[src/hdl/icache_pkg.sv]
`default_nettype none

package icache_pkg;

  // Instruction and address width
  localparam int XLEN = 32;

  // Bytes per instruction word, and the address bits below the word
  localparam int WORD_BYTES = 4;
  localparam int WORD_LSB   = $clog2(WORD_BYTES);

  // Cache controller states
  typedef enum {
    CTRL_LOOKUP,
    CTRL_REFILL_AR,
    CTRL_REFILL_R,
    CTRL_RESPOND
  } ctrl_state_t;

  // CPU bridge states
  typedef enum {
    BRIDGE_IDLE,
    BRIDGE_WAIT
  } bridge_state_t;

  // Lowest address bit of the line index
  function automatic int index_lsb(input int line_words);
    return WORD_LSB + $clog2(line_words);
  endfunction

  // Lowest address bit of the tag
  function automatic int tag_lsb(input int num_lines, input int line_words);
    return index_lsb(line_words) + $clog2(num_lines);
  endfunction

  // Tag width for a given geometry
  function automatic int tag_width(input int num_lines, input int line_words);
    return XLEN - tag_lsb(num_lines, line_words);
  endfunction

endpackage

`default_nettype wire

[src/hdl/icache_arrays.sv]
`timescale 1ns/1ps
`default_nettype none

module icache_arrays #(
  parameter int  NUM_LINES  = 16,
  parameter int  LINE_WORDS = 4,
  localparam int IDX_W      = $clog2(NUM_LINES),
  localparam int OFF_W      = $clog2(LINE_WORDS),
  localparam int TAG_W      = icache_pkg::tag_width(NUM_LINES, LINE_WORDS)
) (
  input  logic                        clk,
  input  logic                        rst_n,
  input  logic                        arr_rd_en,
  input  logic [icache_pkg::XLEN-1:0] cache_rd_addr,
  input  logic                        arr_wr_en,
  input  logic [IDX_W-1:0]            arr_wr_index,
  input  logic [OFF_W-1:0]            arr_wr_offset,
  input  logic [icache_pkg::XLEN-1:0] arr_wr_data,
  input  logic                        tag_wr_en,
  input  logic [TAG_W-1:0]            arr_wr_tag,
  output logic                        rd_tag_match,
  output logic [icache_pkg::XLEN-1:0] rd_word
);

  localparam int WORD_LSB = icache_pkg::WORD_LSB;
  localparam int IDX_LSB  = icache_pkg::index_lsb(LINE_WORDS);
  localparam int TAG_LSB  = icache_pkg::tag_lsb(NUM_LINES, LINE_WORDS);

  logic [TAG_W-1:0]            tag_mem [NUM_LINES];
  logic [icache_pkg::XLEN-1:0] data_mem [NUM_LINES*LINE_WORDS];
  logic [NUM_LINES-1:0]        line_valid;

  logic [IDX_W-1:0] rd_index;
  logic [OFF_W-1:0] rd_offset;
  logic [TAG_W-1:0] rd_tag;

  // Address fields of the lookup
  assign rd_index  = cache_rd_addr[TAG_LSB-1:IDX_LSB];
  assign rd_offset = cache_rd_addr[IDX_LSB-1:WORD_LSB];
  assign rd_tag    = cache_rd_addr[icache_pkg::XLEN-1:TAG_LSB];

  // Cache starts empty
  always_ff @(posedge clk) begin
    if (!rst_n) begin
      line_valid <= '0;
    end else if (tag_wr_en) begin
      line_valid[arr_wr_index] <= 1'b1;
    end
  end

  always_ff @(posedge clk) begin
    if (tag_wr_en) begin
      tag_mem[arr_wr_index] <= arr_wr_tag;
    end
  end

  // Data words stored line by line
  always_ff @(posedge clk) begin
    if (arr_wr_en) begin
      data_mem[{arr_wr_index, arr_wr_offset}] <= arr_wr_data;
    end
  end

  // Synchronous read, compare result registered with the word
  always_ff @(posedge clk) begin
    if (arr_rd_en) begin
      rd_word      <= data_mem[{rd_index, rd_offset}];
      rd_tag_match <= line_valid[rd_index] && (tag_mem[rd_index] == rd_tag);
    end
  end

endmodule

`default_nettype wire

[src/hdl/icache_ctrl.sv]
`timescale 1ns/1ps
`default_nettype none

module icache_ctrl #(
  parameter int  NUM_LINES  = 16,
  parameter int  LINE_WORDS = 4,
  localparam int IDX_W      = $clog2(NUM_LINES),
  localparam int OFF_W      = $clog2(LINE_WORDS),
  localparam int TAG_W      = icache_pkg::tag_width(NUM_LINES, LINE_WORDS)
) (
  input  logic                        clk,
  input  logic                        rst_n,
  input  logic                        cache_rd_valid,
  input  logic [icache_pkg::XLEN-1:0] cache_rd_addr,
  output logic                        cache_rd_ready,
  output logic [icache_pkg::XLEN-1:0] cache_rd_data,
  output logic                        cache_rd_data_valid,
  output logic                        cache_rd_hit,
  input  logic                        rd_tag_match,
  input  logic [icache_pkg::XLEN-1:0] rd_word,
  output logic                        arr_rd_en,
  output logic                        arr_wr_en,
  output logic [IDX_W-1:0]            arr_wr_index,
  output logic [OFF_W-1:0]            arr_wr_offset,
  output logic [icache_pkg::XLEN-1:0] arr_wr_data,
  output logic                        tag_wr_en,
  output logic [TAG_W-1:0]            arr_wr_tag,
  output logic                        cnt_clear,
  output logic                        ar_step,
  output logic                        r_step,
  input  logic [OFF_W-1:0]            ar_offset,
  input  logic [OFF_W-1:0]            r_offset,
  input  logic                        ar_last,
  input  logic                        r_last,
  output logic                        m_arvalid,
  output logic [icache_pkg::XLEN-1:0] m_araddr,
  input  logic                        m_arready,
  input  logic                        m_rvalid,
  input  logic [icache_pkg::XLEN-1:0] m_rdata,
  output logic                        m_rready
);

  localparam int WORD_LSB = icache_pkg::WORD_LSB;
  localparam int IDX_LSB  = icache_pkg::index_lsb(LINE_WORDS);
  localparam int TAG_LSB  = icache_pkg::tag_lsb(NUM_LINES, LINE_WORDS);

  icache_pkg::ctrl_state_t state;
  icache_pkg::ctrl_state_t state_next;

  logic [icache_pkg::XLEN-1:0] req_addr;
  logic                        rd_fire;
  logic                        lookup_pending;
  logic                        resp_pending;
  logic                        ar_all_sent;
  logic                        miss;

  // Requests are taken only while idle in lookup
  assign cache_rd_ready = (state == icache_pkg::CTRL_LOOKUP);
  assign rd_fire        = cache_rd_valid && cache_rd_ready;

  // Tag result arrives one cycle after the accepted request
  assign cache_rd_hit        = lookup_pending && rd_tag_match;
  assign miss                = lookup_pending && !rd_tag_match;
  assign cache_rd_data_valid = cache_rd_hit || resp_pending;
  assign cache_rd_data       = rd_word;

  // Array read on a new request, and again once the line is in
  assign arr_rd_en = rd_fire || (state == icache_pkg::CTRL_RESPOND);

  // Refill addresses walk up from the line base
  assign m_arvalid = (state == icache_pkg::CTRL_REFILL_AR);
  assign m_araddr  = {req_addr[icache_pkg::XLEN-1:IDX_LSB], ar_offset, {WORD_LSB{1'b0}}};
  assign m_rready  = (state == icache_pkg::CTRL_REFILL_R);

  assign ar_step   = m_arvalid && m_arready;
  assign r_step    = m_rready && m_rvalid;
  assign cnt_clear = miss;

  // Each R beat lands in the line of the missed address
  assign arr_wr_en     = r_step;
  assign arr_wr_index  = req_addr[TAG_LSB-1:IDX_LSB];
  assign arr_wr_offset = r_offset;
  assign arr_wr_data   = m_rdata;
  // Line becomes valid together with its last word
  assign tag_wr_en     = r_step && r_last;
  assign arr_wr_tag    = req_addr[icache_pkg::XLEN-1:TAG_LSB];

  always_comb begin
    state_next = state;
    unique case (state)
      icache_pkg::CTRL_LOOKUP: begin
        if (miss) begin
          state_next = icache_pkg::CTRL_REFILL_AR;
        end
      end
      icache_pkg::CTRL_REFILL_AR: begin
        if (ar_step) begin
          state_next = icache_pkg::CTRL_REFILL_R;
        end
      end
      icache_pkg::CTRL_REFILL_R: begin
        if (r_step) begin
          if (r_last) begin
            state_next = icache_pkg::CTRL_RESPOND;
          end else if (!ar_all_sent) begin
            state_next = icache_pkg::CTRL_REFILL_AR;
          end
        end
      end
      icache_pkg::CTRL_RESPOND: state_next = icache_pkg::CTRL_LOOKUP;
      default:                  state_next = icache_pkg::CTRL_LOOKUP;
    endcase
  end

  always_ff @(posedge clk) begin
    if (!rst_n) begin
      state          <= icache_pkg::CTRL_LOOKUP;
      lookup_pending <= 1'b0;
      resp_pending   <= 1'b0;
      ar_all_sent    <= 1'b0;
    end else begin
      state          <= state_next;
      lookup_pending <= rd_fire;
      // Miss data goes out the cycle after the re-read
      resp_pending   <= (state == icache_pkg::CTRL_RESPOND);
      if (cnt_clear) begin
        ar_all_sent <= 1'b0;
      end else if (ar_step && ar_last) begin
        ar_all_sent <= 1'b1;
      end
    end
  end

  // Address of the request being looked up or refilled
  always_ff @(posedge clk) begin
    if (rd_fire) begin
      req_addr <= cache_rd_addr;
    end
  end

endmodule

`default_nettype wire

[src/hdl/icache_top.sv]
`timescale 1ns/1ps
`default_nettype none

module icache_top #(
  parameter int NUM_LINES  = 16,
  parameter int LINE_WORDS = 4
) (
  input  logic                        clk,
  input  logic                        rst_n,
  input  logic                        imem_ren,
  input  logic [icache_pkg::XLEN-1:0] imem_raddr,
  output logic [icache_pkg::XLEN-1:0] imem_rdata,
  output logic                        imem_stall,
  output logic                        m_arvalid,
  output logic [icache_pkg::XLEN-1:0] m_araddr,
  input  logic                        m_arready,
  input  logic                        m_rvalid,
  input  logic [icache_pkg::XLEN-1:0] m_rdata,
  output logic                        m_rready
);

  localparam int IDX_W = $clog2(NUM_LINES);
  localparam int OFF_W = $clog2(LINE_WORDS);
  localparam int TAG_W = icache_pkg::tag_width(NUM_LINES, LINE_WORDS);

  // Bridge to controller
  logic                        cache_rd_valid;
  logic [icache_pkg::XLEN-1:0] cache_rd_addr;
  logic                        cache_rd_ready;
  logic [icache_pkg::XLEN-1:0] cache_rd_data;
  logic                        cache_rd_data_valid;
  logic                        cache_rd_hit;

  // Controller to arrays
  logic                        rd_tag_match;
  logic [icache_pkg::XLEN-1:0] rd_word;
  logic                        arr_rd_en;
  logic                        arr_wr_en;
  logic [IDX_W-1:0]            arr_wr_index;
  logic [OFF_W-1:0]            arr_wr_offset;
  logic [icache_pkg::XLEN-1:0] arr_wr_data;
  logic                        tag_wr_en;
  logic [TAG_W-1:0]            arr_wr_tag;

  // Controller to refill counter
  logic                        cnt_clear;
  logic                        ar_step;
  logic                        r_step;
  logic [OFF_W-1:0]            ar_offset;
  logic [OFF_W-1:0]            r_offset;
  logic                        ar_last;
  logic                        r_last;

  imem_cache_bridge u_bridge (
    .clk                 (clk),
    .rst_n               (rst_n),
    .imem_ren            (imem_ren),
    .imem_raddr          (imem_raddr),
    .imem_rdata          (imem_rdata),
    .imem_stall          (imem_stall),
    .cache_rd_valid      (cache_rd_valid),
    .cache_rd_addr       (cache_rd_addr),
    .cache_rd_ready      (cache_rd_ready),
    .cache_rd_data       (cache_rd_data),
    .cache_rd_data_valid (cache_rd_data_valid),
    .cache_rd_hit        (cache_rd_hit)
  );

  icache_ctrl #(
    .NUM_LINES  (NUM_LINES),
    .LINE_WORDS (LINE_WORDS)
  ) u_ctrl (
    .clk                 (clk),
    .rst_n               (rst_n),
    .cache_rd_valid      (cache_rd_valid),
    .cache_rd_addr       (cache_rd_addr),
    .cache_rd_ready      (cache_rd_ready),
    .cache_rd_data       (cache_rd_data),
    .cache_rd_data_valid (cache_rd_data_valid),
    .cache_rd_hit        (cache_rd_hit),
    .rd_tag_match        (rd_tag_match),
    .rd_word             (rd_word),
    .arr_rd_en           (arr_rd_en),
    .arr_wr_en           (arr_wr_en),
    .arr_wr_index        (arr_wr_index),
    .arr_wr_offset       (arr_wr_offset),
    .arr_wr_data         (arr_wr_data),
    .tag_wr_en           (tag_wr_en),
    .arr_wr_tag          (arr_wr_tag),
    .cnt_clear           (cnt_clear),
    .ar_step             (ar_step),
    .r_step              (r_step),
    .ar_offset           (ar_offset),
    .r_offset            (r_offset),
    .ar_last             (ar_last),
    .r_last              (r_last),
    .m_arvalid           (m_arvalid),
    .m_araddr            (m_araddr),
    .m_arready           (m_arready),
    .m_rvalid            (m_rvalid),
    .m_rdata             (m_rdata),
    .m_rready            (m_rready)
  );

  refill_counter #(
    .LINE_WORDS (LINE_WORDS)
  ) u_counter (
    .clk       (clk),
    .rst_n     (rst_n),
    .cnt_clear (cnt_clear),
    .ar_step   (ar_step),
    .r_step    (r_step),
    .ar_offset (ar_offset),
    .r_offset  (r_offset),
    .ar_last   (ar_last),
    .r_last    (r_last)
  );

  // Array read address comes straight from the bridge
  icache_arrays #(
    .NUM_LINES  (NUM_LINES),
    .LINE_WORDS (LINE_WORDS)
  ) u_arrays (
    .clk           (clk),
    .rst_n         (rst_n),
    .arr_rd_en     (arr_rd_en),
    .cache_rd_addr (cache_rd_addr),
    .arr_wr_en     (arr_wr_en),
    .arr_wr_index  (arr_wr_index),
    .arr_wr_offset (arr_wr_offset),
    .arr_wr_data   (arr_wr_data),
    .tag_wr_en     (tag_wr_en),
    .arr_wr_tag    (arr_wr_tag),
    .rd_tag_match  (rd_tag_match),
    .rd_word       (rd_word)
  );

endmodule

`default_nettype wire

[src/hdl/imem_cache_bridge.sv]
`timescale 1ns/1ps
`default_nettype none

module imem_cache_bridge (
  input  logic                        clk,
  input  logic                        rst_n,
  input  logic                        imem_ren,
  input  logic [icache_pkg::XLEN-1:0] imem_raddr,
  output logic [icache_pkg::XLEN-1:0] imem_rdata,
  output logic                        imem_stall,
  output logic                        cache_rd_valid,
  output logic [icache_pkg::XLEN-1:0] cache_rd_addr,
  input  logic                        cache_rd_ready,
  input  logic [icache_pkg::XLEN-1:0] cache_rd_data,
  input  logic                        cache_rd_data_valid,
  input  logic                        cache_rd_hit
);

  // Reset value of the fetched word is a NOP (addi x0, x0, 0)
  localparam logic [icache_pkg::XLEN-1:0] NOP = 32'h0000_0013;

  icache_pkg::bridge_state_t state;
  icache_pkg::bridge_state_t state_next;

  logic                        rd_start;
  logic                        rd_fire;
  logic                        rd_fire_q;
  logic                        miss_detected;
  logic                        miss_inflight;
  logic                        miss_return_hold;
  logic [icache_pkg::XLEN-1:0] addr_hold;
  logic [icache_pkg::XLEN-1:0] rdata_hold;
  logic                        rdata_hold_valid;

  // A request accepted last cycle without a hit is a miss
  assign miss_detected = rd_fire_q && !cache_rd_hit && !miss_inflight;

  // New fetches only start when no miss is being serviced
  assign rd_start = (state == icache_pkg::BRIDGE_IDLE) && imem_ren &&
                    !miss_inflight && !miss_return_hold && !miss_detected;

  assign cache_rd_valid = rd_start || (state == icache_pkg::BRIDGE_WAIT);
  assign rd_fire        = cache_rd_valid && cache_rd_ready;

  assign imem_stall = (state == icache_pkg::BRIDGE_WAIT) || miss_inflight ||
                      miss_return_hold || miss_detected;

  // Held address while waiting on ready or while the refill is running,
  // so the array re-read after refill sees the original fetch address.
  // Both selects are registered, keeping the hit path out of the array address
  assign cache_rd_addr = ((state == icache_pkg::BRIDGE_WAIT) || miss_inflight) ?
                         addr_hold : imem_raddr;

  always_comb begin
    state_next = state;
    unique case (state)
      icache_pkg::BRIDGE_IDLE: begin
        // Cache busy, keep the request up
        if (rd_start && !cache_rd_ready) begin
          state_next = icache_pkg::BRIDGE_WAIT;
        end
      end
      icache_pkg::BRIDGE_WAIT: begin
        if (cache_rd_ready) begin
          state_next = icache_pkg::BRIDGE_IDLE;
        end
      end
      default: state_next = icache_pkg::BRIDGE_IDLE;
    endcase
  end

  always_ff @(posedge clk) begin
    if (!rst_n) begin
      state            <= icache_pkg::BRIDGE_IDLE;
      rd_fire_q        <= 1'b0;
      miss_inflight    <= 1'b0;
      miss_return_hold <= 1'b0;
      rdata_hold_valid <= 1'b0;
    end else begin
      state     <= state_next;
      rd_fire_q <= rd_fire;
      // Return hold lasts exactly one cycle
      miss_return_hold <= 1'b0;
      if (cache_rd_data_valid) begin
        rdata_hold_valid <= 1'b1;
        // Miss response ends the in-flight phase, one more stall cycle follows
        if (miss_inflight) begin
          miss_inflight    <= 1'b0;
          miss_return_hold <= 1'b1;
        end
      end else if (miss_detected) begin
        miss_inflight <= 1'b1;
      end
    end
  end

  // Fetch address kept for back-pressure and refill
  always_ff @(posedge clk) begin
    if (rd_start) begin
      addr_hold <= imem_raddr;
    end
  end

  // Last word returned by the cache
  always_ff @(posedge clk) begin
    if (!rst_n) begin
      rdata_hold <= NOP;
    end else if (cache_rd_data_valid) begin
      rdata_hold <= cache_rd_data;
    end
  end

  // Live cache data wins over the held word
  always_comb begin
    if (cache_rd_data_valid) begin
      imem_rdata = cache_rd_data;
    end else if (imem_stall || rdata_hold_valid) begin
      imem_rdata = rdata_hold;
    end else begin
      imem_rdata = '0;
    end
  end

endmodule

`default_nettype wire

[src/hdl/refill_counter.sv]
`timescale 1ns/1ps
`default_nettype none

module refill_counter #(
  parameter int  LINE_WORDS = 4,
  localparam int OFF_W      = $clog2(LINE_WORDS)
) (
  input  logic             clk,
  input  logic             rst_n,
  input  logic             cnt_clear,
  input  logic             ar_step,
  input  logic             r_step,
  output logic [OFF_W-1:0] ar_offset,
  output logic [OFF_W-1:0] r_offset,
  output logic             ar_last,
  output logic             r_last
);

  localparam logic [OFF_W-1:0] LAST_OFFSET = OFF_W'(LINE_WORDS - 1);

  // Issued addresses and received beats count separately
  always_ff @(posedge clk) begin
    if (!rst_n || cnt_clear) begin
      ar_offset <= '0;
      r_offset  <= '0;
    end else begin
      // Power-of-two line size, so the counters wrap on their own
      if (ar_step) begin
        ar_offset <= ar_offset + 1'b1;
      end
      if (r_step) begin
        r_offset <= r_offset + 1'b1;
      end
    end
  end

  assign ar_last = (ar_offset == LAST_OFFSET);
  assign r_last  = (r_offset == LAST_OFFSET);

endmodule

`default_nettype wire

[config.mk]
export PLATFORM = sky130hd
export DESIGN_NAME = icache_top
export DESIGN_NICKNAME = d
export VERILOG_FILES = /design/src/hdl/icache_pkg.sv /design/src/hdl/icache_arrays.sv /design/src/hdl/icache_ctrl.sv /design/src/hdl/icache_top.sv /design/src/hdl/imem_cache_bridge.sv /design/src/hdl/refill_counter.sv
export SDC_FILE = /design/constraint.sdc
export NUM_CORES = 2
export LEC_CHECK = 0
export ABC_AREA = 1
export BUFFER_PORTS_ARGS = -buffer_cell sky130_fd_sc_hd__buf_4
export CAP_MARGIN = 30
export CELL_PAD_IN_SITES_DETAIL_PLACEMENT = 0
export CELL_PAD_IN_SITES_GLOBAL_PLACEMENT = 1
export CORE_MARGIN = 1
export CORE_UTILIZATION = 53
export CTS_CLUSTER_SIZE = 25
export DETAILED_ROUTE_END_ITERATION = 12
export PLACE_DENSITY_LB_ADDON = 0.08
export SYNTH_ARGS = -nofsm -noshare
export SYNTH_HDL_FRONTEND = slang
export SYNTH_SLANG_ARGS = --single-unit
[constraint.sdc]
create_clock -name clk -period 4.2 [get_ports clk]
set_input_delay 0.21 -clock clk [delete_from_list [all_inputs] [get_ports clk]]
set_output_delay 0.21 -clock clk [all_outputs]
set_load 0.02 [all_outputs]
Yosys cells after proc, flatten, opt, wreduce, memory -nomap -nowiden --
Memories as Yosys holds them, arrays and structs flattened. A register that Yosys moved wholly into a read port is not among the register bits. Index checks and enable logic that the tools add are counted.
Word-level totals: bits in registers 187, bits in latches 0, bits in writable memories 2432, memory bits (read-only) 0, input bits 69, output and inout bits 67, logic and storage cells 101, memories kept 2
Operators by class: add/subtract/negate cells 2, multipliers 0, div/mod/pow operators 0, magnitude comparators 3, eq/ne operators 16, shifts and indexed selects 0, multiplexer cells 21, bitwise gates (word level) 2, reduce and logical (&&, ||, !) cells 40
Memory list:
- u_arrays.data_mem | depth 64, width 32, rd ports 1, clocked after memory_dff 1, wr ports 1, line icache_arrays.sv:30 | logic [icache_pkg::XLEN-1:0] data_mem [NUM_LINES*LINE_WORDS];
- u_arrays.tag_mem | depth 16, width 24, rd ports 1, clocked after memory_dff 0, wr ports 1, line icache_arrays.sv:29 | logic [TAG_W-1:0] tag_mem [NUM_LINES];
Operators with widths (count):
- $mux 32 | 10
- $logic_not 32->1 | 4
- $eq 32x2->1 const B | 3
- $pmux 32 s3 | 1
- $eq 32x1->1 const B | 2
- $eq 32x3->1 const B | 2
- $pmux 32 s2 | 1
- $eq 24x24->1 | 1
- $logic_and 1x1->1 | 16
- $or 16x16->16 | 1
- $lt 4x5->1 const B | 2
- $ne 2x1->1 const B | 5
- $logic_or 1x1->1 | 8
- $logic_not 1->1 | 7
- $mux 1 | 7
- $add 2x1->2 const B | 2
- $bmux 1 s4 | 1
- $demux 1 s4 | 1
- $eq 2x2->1 const B | 2
- $ge 4x1->1 const B | 1
- $reduce_and 2->1 | 2
- $reduce_and 4->1 | 1
- $reduce_or 2->1 | 2
- $ne 3x2->1 const B | 1
- $not 1->1 | 1

Longest topological paths before layout --
depth after elaboration 9, gate-level depth with buffers 18, depth with buffers taken out 16

By module --
Synthesis repeated with hierarchy kept, for this count alone.
Unflattened totals: cells, all modules 8321, area, all modules 103599.4 um^2
Modules (own cells, without submodules):
- icache_arrays | times used 1, cells each 7788, area each 98465.7 um^2, seq. area each 74341.3 um^2
- imem_cache_bridge | times used 1, cells each 330, area each 3026.7 um^2, seq. area each 1701.6 um^2
- icache_ctrl | times used 1, cells each 177, area each 1924.3 um^2, seq. area each 940.9 um^2
- refill_counter | times used 1, cells each 26, area each 182.7 um^2, seq. area each 80.1 um^2

Least setup slack after synthesis --
Ideal clock, no wire load.
kind reg2reg, start point register u_bridge.miss_inflight, end point register u_arrays.rd_tag_match, enable pin, arrival 3197 ps, required time 3731 ps, path slack 534 ps, stages on the path, launching flop included 11, path through dfxtp_1 > nor2_4 > buf_6 > clkbuf_1 > buf_2 > nand4_1 > inv_1 > nor2_1 > inv_1 > nand2_1 > o21ai_0
On the way: longest elaborated chain between the ends 7, elaborated cells between the ends (all ways) 9, those cells by class 9 x reduce/logical
Ends and longest elaborated chain:
- from (decl) | line imem_cache_bridge.sv:29 | logic miss_inflight;
- from (signal assigned) | line imem_cache_bridge.sv:76 | miss_inflight <= 1'b0;
- from (signal assigned) | line imem_cache_bridge.sv:88 | miss_inflight <= 1'b0;
- from (signal assigned) | line imem_cache_bridge.sv:92 | miss_inflight <= 1'b1;
- $logic_not 1->1 (*) | line imem_cache_bridge.sv:36, imem_cache_bridge.sv:40
- $logic_and 1x1->1, on equally long branches | line imem_cache_bridge.sv:39, imem_cache_bridge.sv:36
- $logic_and 1x1->1 or $logic_not 1->1 (tied branches) | line imem_cache_bridge.sv:40 | !miss_inflight && !miss_return_hold && !miss_detected;
- $logic_and 1x1->1 (*) | line imem_cache_bridge.sv:40
- via u_bridge.rd_start | line imem_cache_bridge.sv:25 | logic rd_start;
- $logic_or 1x1->1 (*) | line imem_cache_bridge.sv:42 | assign cache_rd_valid = rd_start || (state == icache_pkg::BRIDGE_WAIT);
- $logic_and 1x1->1 (*) | line icache_ctrl.sv:59 | assign rd_fire = cache_rd_valid && cache_rd_ready;
- $logic_or 1x1->1 (*) | line icache_ctrl.sv:68 | assign arr_rd_en = rd_fire || (state == icache_pkg::CTRL_RESPOND);
- via arr_rd_en | line icache_top.sv:37 | logic arr_rd_en;
- to (signal assigned) | line icache_arrays.sv:68 | rd_tag_match <= line_valid[rd_index] && (tag_mem[rd_index] == rd_tag);
- to (decl) | line icache_arrays.sv:21 | output logic rd_tag_match,
Mark *: on every way through the listed nets, which the timed path passes. The rest lies on a longest branch. A chain may end at the register's enable or synchronous reset.

Final worst setup path --
start point register u_bridge.miss_inflight, end point register u_arrays.rd_word[4] (netlist name), read port of u_arrays.data_mem (data pin)
On the way: longest elaborated chain between the ends 7, elaborated cells between the ends (all ways) 11, those cells by class 1 x mux; 10 x reduce/logical
Ends and longest elaborated chain:
- $logic_not 1->1 | line imem_cache_bridge.sv:36, imem_cache_bridge.sv:40
- $logic_and 1x1->1, on equally long branches | line imem_cache_bridge.sv:39, imem_cache_bridge.sv:36
- $logic_and 1x1->1 or $logic_not 1->1 (tied branches) | line imem_cache_bridge.sv:40
- $logic_and 1x1->1 | line imem_cache_bridge.sv:40
- $logic_or 1x1->1 | line imem_cache_bridge.sv:42
- $logic_and 1x1->1 | line icache_ctrl.sv:59
- $logic_or 1x1->1 | line icache_ctrl.sv:68
- to (decl) | line icache_arrays.sv:22 | output logic [icache_pkg::XLEN-1:0] rd_word
Several ways; a longest one is shown, not always the timed one.

==> out/summary.log <==
INFO  detailed_routing drc_violations=0
INFO  layout         final_cell_count_no_fill=10500
INFO  setup_path     path_buf_inv=2
INFO  floorplanning  pin_count=136
INFO  timing         finalHoldViolations=0
INFO  layout         layout-drive-gt1-share=10.5%
INFO  clocking       tritoncts=yes
INFO  setup_path     critPathRequiredTime=4.87ns
INFO  clocking       cts_buffers=286
INFO  timing         rsz0062_at_grt=false
INFO  synthesis      async_reset_ff_share=0%
INFO  setup_path     crit_arrival=4.76ns
INFO  layout         num-nets-final=7823
INFO  synthesis      synth.cell_area=0.102mm^2
INFO  pwr            power.static_leakage=37.5nW
INFO  global_route   grt_overflow=0
INFO  timing         fin_worst_skew=0.0302ns
INFO  setup_path     critical_path.reg2reg.startpoint=u_bridge.miss_inflight$_SDFFE_PP0P_
INFO  global_route   vias_in_the_first_global_route=60600
INFO  pwr            power.share.switching=26.4%
INFO  detailed_routing firstDrtPassIters=6
INFO  pwr            power_frac_clock=38.2%
INFO  layout         area_growth_syn_to_layout=14.2%
INFO  setup_path     worstSetupPathType=flip-flop to flip-flop
INFO  floorplanning  die_area=0.193mm^2
INFO  place          place.gp.congestion=0.846
INFO  detailed_routing detail_route.wirelength=292000um
INFO  timing         maxSlewHeadroom=39.0%
INFO  pwr            p_int=0.0445W
INFO  clocking       cts-root-to-sink-buffers=4
INFO  layout         final_core_util=61.0%
INFO  min_path       hp-start=imem_raddr[15]
INFO  place          port_buffers=131
INFO  synthesis      ys.flop_type=sky130_fd_sc_hd__edfxtp_1
INFO  setup_path     worstPathMaxFanout=74
INFO  timing         achievable-frequency=0.245GHz
INFO  synthesis      post_synth_num_cell_types=31
INFO  synthesis      postSynthAreaPerCell=13.5um^2
INFO  timing         timing_worst_slew_pin_value=0.913ns
INFO  setup_path     crit_path_start_kind=flip-flop
INFO  flow_run       max_cap_viols=0
INFO  detailed_routing routed_len_inst=27.9um
INFO  floorplanning  floorplan.die.width=440um
INFO  setup_path     crit_path_cell_trace=nor2_4 > nand2_1 > o21ai_4 > buf_12 > buf_4 > o21ai_0 > o21bai_1 > o211ai_1 > o211ai_1 > nand3_1 > nand3_1 > o21ai_1
INFO  detailed_routing routed-via-count=65100
INFO  synthesis      syn-instance-count=7548
INFO  place          dp.cells=9889
INFO  global_route   grt_pass1_wl=419000um
INFO  timing         finalCritPeriodShare=97.2%
INFO  timing         slew_viol_final=0
INFO  clocking       cts_num_sinks=2584
INFO  synthesis      number_of_enable_type_register_cells_in_the_synthesized_netlist=2523
INFO  floorplanning  core=0.190mm^2
INFO  run_status     status=finished clean
INFO  clocking       clock_tree.htree_level_count=5
INFO  place          place_area=0.107mm^2
INFO  pwr            total_net_switching_power=0.0160W
INFO  min_path       timing.hold.worst.class=primary input to flip-flop
INFO  detailed_routing initial_detailed_routing_violation_count=7483
INFO  layout         design_area=0.116mm^2
INFO  setup_path     critPathLaunch=u_bridge.miss_inflight$_SDFFE_PP0P_
INFO  clocking       clkLatencyLatePin=0.93ns
INFO  setup_path     timing.critical_path.to_type=flip-flop
INFO  detailed_routing route.antenna.remaining_nets=0
INFO  pwr            p_comb_share=13.9%
INFO  pwr            finalPower=0.0605W
INFO  floorplanning  rows=160
INFO  clocking       ctsRootBufferMaster=sky130_fd_sc_hd__clkbuf_16
INFO  timing         final.setup.tns=0ns
INFO  synthesis      yosysSeqAreaShare=75.8%
INFO  pwr            power-per-cell-area=522mW/mm^2
INFO  place          dp_hpwl=154000um
INFO  layout         nFillCells=14600
INFO  detailed_routing via_density=6.22
INFO  setup_path     max_incr_delay_on_cp=0.44ns
INFO  setup_path     timing.critical_path.slowest_stage_cell=sky130_fd_sc_hd__buf_12
INFO  clocking       worst_setup_hold_path_clk_slew=0.06ns
INFO  pwr            power_frac_seq=47.9%
INFO  clocking       post_cts_sizing_count=0
INFO  global_route   number_of_antenna_violations_at_the_first_check_in_global_routing=10
INFO  global_route   grtUsageTotal=30.0%
INFO  floorplanning  die_height=440um
INFO  synthesis      synth_seq_cells=2584
INFO  timing         finalSetupViolCount=0
INFO  synthesis      synth_warnings=0
INFO  floorplanning  initial_core_util=53.4%
INFO  global_route   largest_net_degree_at_the_start_of_global_routing=122
INFO  timing         final_period_minus_worst_setup_slack=4.08ns
INFO  pwr            ir_drop=0.463mV
INFO  setup_path     path_delay_family=simple AND/OR/NAND/NOR gates
-- registers in the layout, summed over array words and instances (netlist names) --
name,count
u_counter.ar_offset,2
u_ctrl.req_addr,28
u_bridge.rdata_hold_valid,1
u_bridge.rdata_hold,32
u_ctrl.ar_all_sent,1
u_arrays.data_mem,2048
u_bridge.state,1
u_ctrl.resp_pending,1
u_arrays.line_valid,16
u_bridge.miss_inflight,1
u_arrays.rd_word,32
u_ctrl.state,2
u_bridge.miss_return_hold,1
u_counter.r_offset,2
u_arrays.rd_tag_match,1
u_arrays.tag_mem,384
u_bridge.addr_hold,30
u_ctrl.lookup_pending,1
-- worst register-to-register path: cells and delay by family, from the launching register on --
| family | cells | cell delay, ns |
|---|---|---|
| simple gates | 4 | 1.32 |
| buf+inv | 2 | 0.87 |
| compound gates | 6 | 1.31 |
| flops | 1 | 0.33 |
-- per-stage QoR --
stage | setup slack [ns] | hold WS (ns)
2_1_floorplan | 0.534 | 0.294
3_3_place_gp | 0.167 | 0.398
3_5_place_dp | 0.175 | 0.400
4_1_cts | 0.158 | 0.000502
5_1_grt | 0.0928 | 0.0304
6_report | 0.116 | 0.0443
-- cells in the final DEF, fill, tap and decap left out, drive strengths merged --
cell type,n
nor3,12
inv,90
edfxtp,2523
xnor2,1
nand4,1
clkinvlp,2
dfxtp,61
or2,8
conb,2
a21oi,35
clkinv,107
nand3b,4
o211ai,378
a211oi,2
o21bai,184
clkbuf,368
ha,2
o221ai,100
diode,12
nand3,552
o22ai,262
bufinv,11
nor2,1017
o21ai,1128
dlygate4sd3,84
buf,377
nand2,641
-- power by group through the flow --
stage / Sequential [W] / Clock [W] / Combinational [W]
6_report: 0.0290 / 0.0231 / 0.00843
5_1_grt: 0.0290 / 0.0243 / 0.00906
4_1_cts: 0.0290 / 0.0234 / 0.00836
3_5_place_dp: 0.0295 / 0 / 0.00826
3_3_place_gp: 0.0295 / 0 / 0.00814
2_1_floorplan: 0.0294 / 0 / 0.00479
-- repair_timing --
item | 4_1_cts | 5_1_grt
setup endpoints to repair | 0 | 0
hold buffers | 84 | 0
setup buffers | 0 | 0
hold endpoints to repair | 2134 | 0
-- final timing paths --
kind                                          endpoint  slack [ns]  cells past startpoint
setup / recovery         u_arrays.rd_word[4]$_DFFE_PP_        0.12                     12
hold / removal        u_bridge.addr_hold[15]$_DFFE_PP_        0.04                      2
setup reg to reg         u_arrays.rd_word[4]$_DFFE_PP_        0.12                     12
hold reg to reg   u_bridge.rdata_hold[19]$_SDFFE_PN0N_        0.47                      2
-- layout make-up --
type,instances,area [um^2],area share (%)
clock buffer,367,7650,6.60
antenna,12,30.0,0.0259
timing repair buffer,462,4530,3.90
multi-input combinational,4329,22500,19.4
inverter,89,347,0.299
clock inverter,121,827,0.713
sequential,2584,77000,66.4
tap,2511,3140,2.71
-- cells in the mapped netlist, types with 2 or more instances --
cell type | number | area (um^2)
sky130_fd_sc_hd__buf_1 | 21 | 78.8
sky130_fd_sc_hd__nand3b_1 | 4 | 30.0
sky130_fd_sc_hd__edfxtp_1 | 2523 | 75800
sky130_fd_sc_hd__inv_1 | 84 | 315
sky130_fd_sc_hd__o22ai_1 | 262 | 1640
sky130_fd_sc_hd__nor2_1 | 1016 | 3810
sky130_fd_sc_hd__o21ai_0 | 1091 | 5460
sky130_fd_sc_hd__o21ai_1 | 33 | 165
sky130_fd_sc_hd__buf_2 | 190 | 951
sky130_fd_sc_hd__clkinv_1 | 2 | 7.51
sky130_fd_sc_hd__a21oi_1 | 35 | 175
sky130_fd_sc_hd__nand2_1 | 636 | 2390
sky130_fd_sc_hd__buf_4 | 43 | 323
sky130_fd_sc_hd__nand2_2 | 5 | 31.3
sky130_fd_sc_hd__o21ai_2 | 4 | 35.0
sky130_fd_sc_hd__inv_2 | 3 | 11.3
sky130_fd_sc_hd__dfxtp_1 | 61 | 1220
sky130_fd_sc_hd__clkbuf_1 | 291 | 1090
sky130_fd_sc_hd__buf_6 | 2 | 22.5
sky130_fd_sc_hd__nor3_1 | 12 | 60.1
sky130_fd_sc_hd__o221ai_1 | 100 | 876
sky130_fd_sc_hd__o211ai_1 | 378 | 2840
sky130_fd_sc_hd__a211oi_1 | 2 | 15.0
sky130_fd_sc_hd__or2_2 | 8 | 50.1
sky130_fd_sc_hd__nand3_1 | 552 | 2760
sky130_fd_sc_hd__o21bai_1 | 184 | 1380
sky130_fd_sc_hd__ha_1 | 2 | 25.0
-- kinds of logic (layout without fill, tap and decap cells) --
group           Yosys count  after routing  share of synthesized area [%]
simple gates           2235           2235                           9.01
buf+inv                 636           1039                           2.76
other cells               1             14                        0.00369
flops                  2584           2584                           75.8
compound gates         2089           2089                           12.4
fa+ha+maj                 2              2                         0.0246
xor+xnor                  1              1                        0.00863
-- metal layers --
layer / vias to the layer above / part of all wire, % / track usage (%)
met5: - / 0.016 / 0
met4: 8 / 3.4 / 10.1
li1: 28800 / - / -
met3: 520 / 7.6 / 4.49
met2: 2664 / 46 / 46.6
met1: 33100 / 43 / 43.5
(Power assumes the default switching activity.)
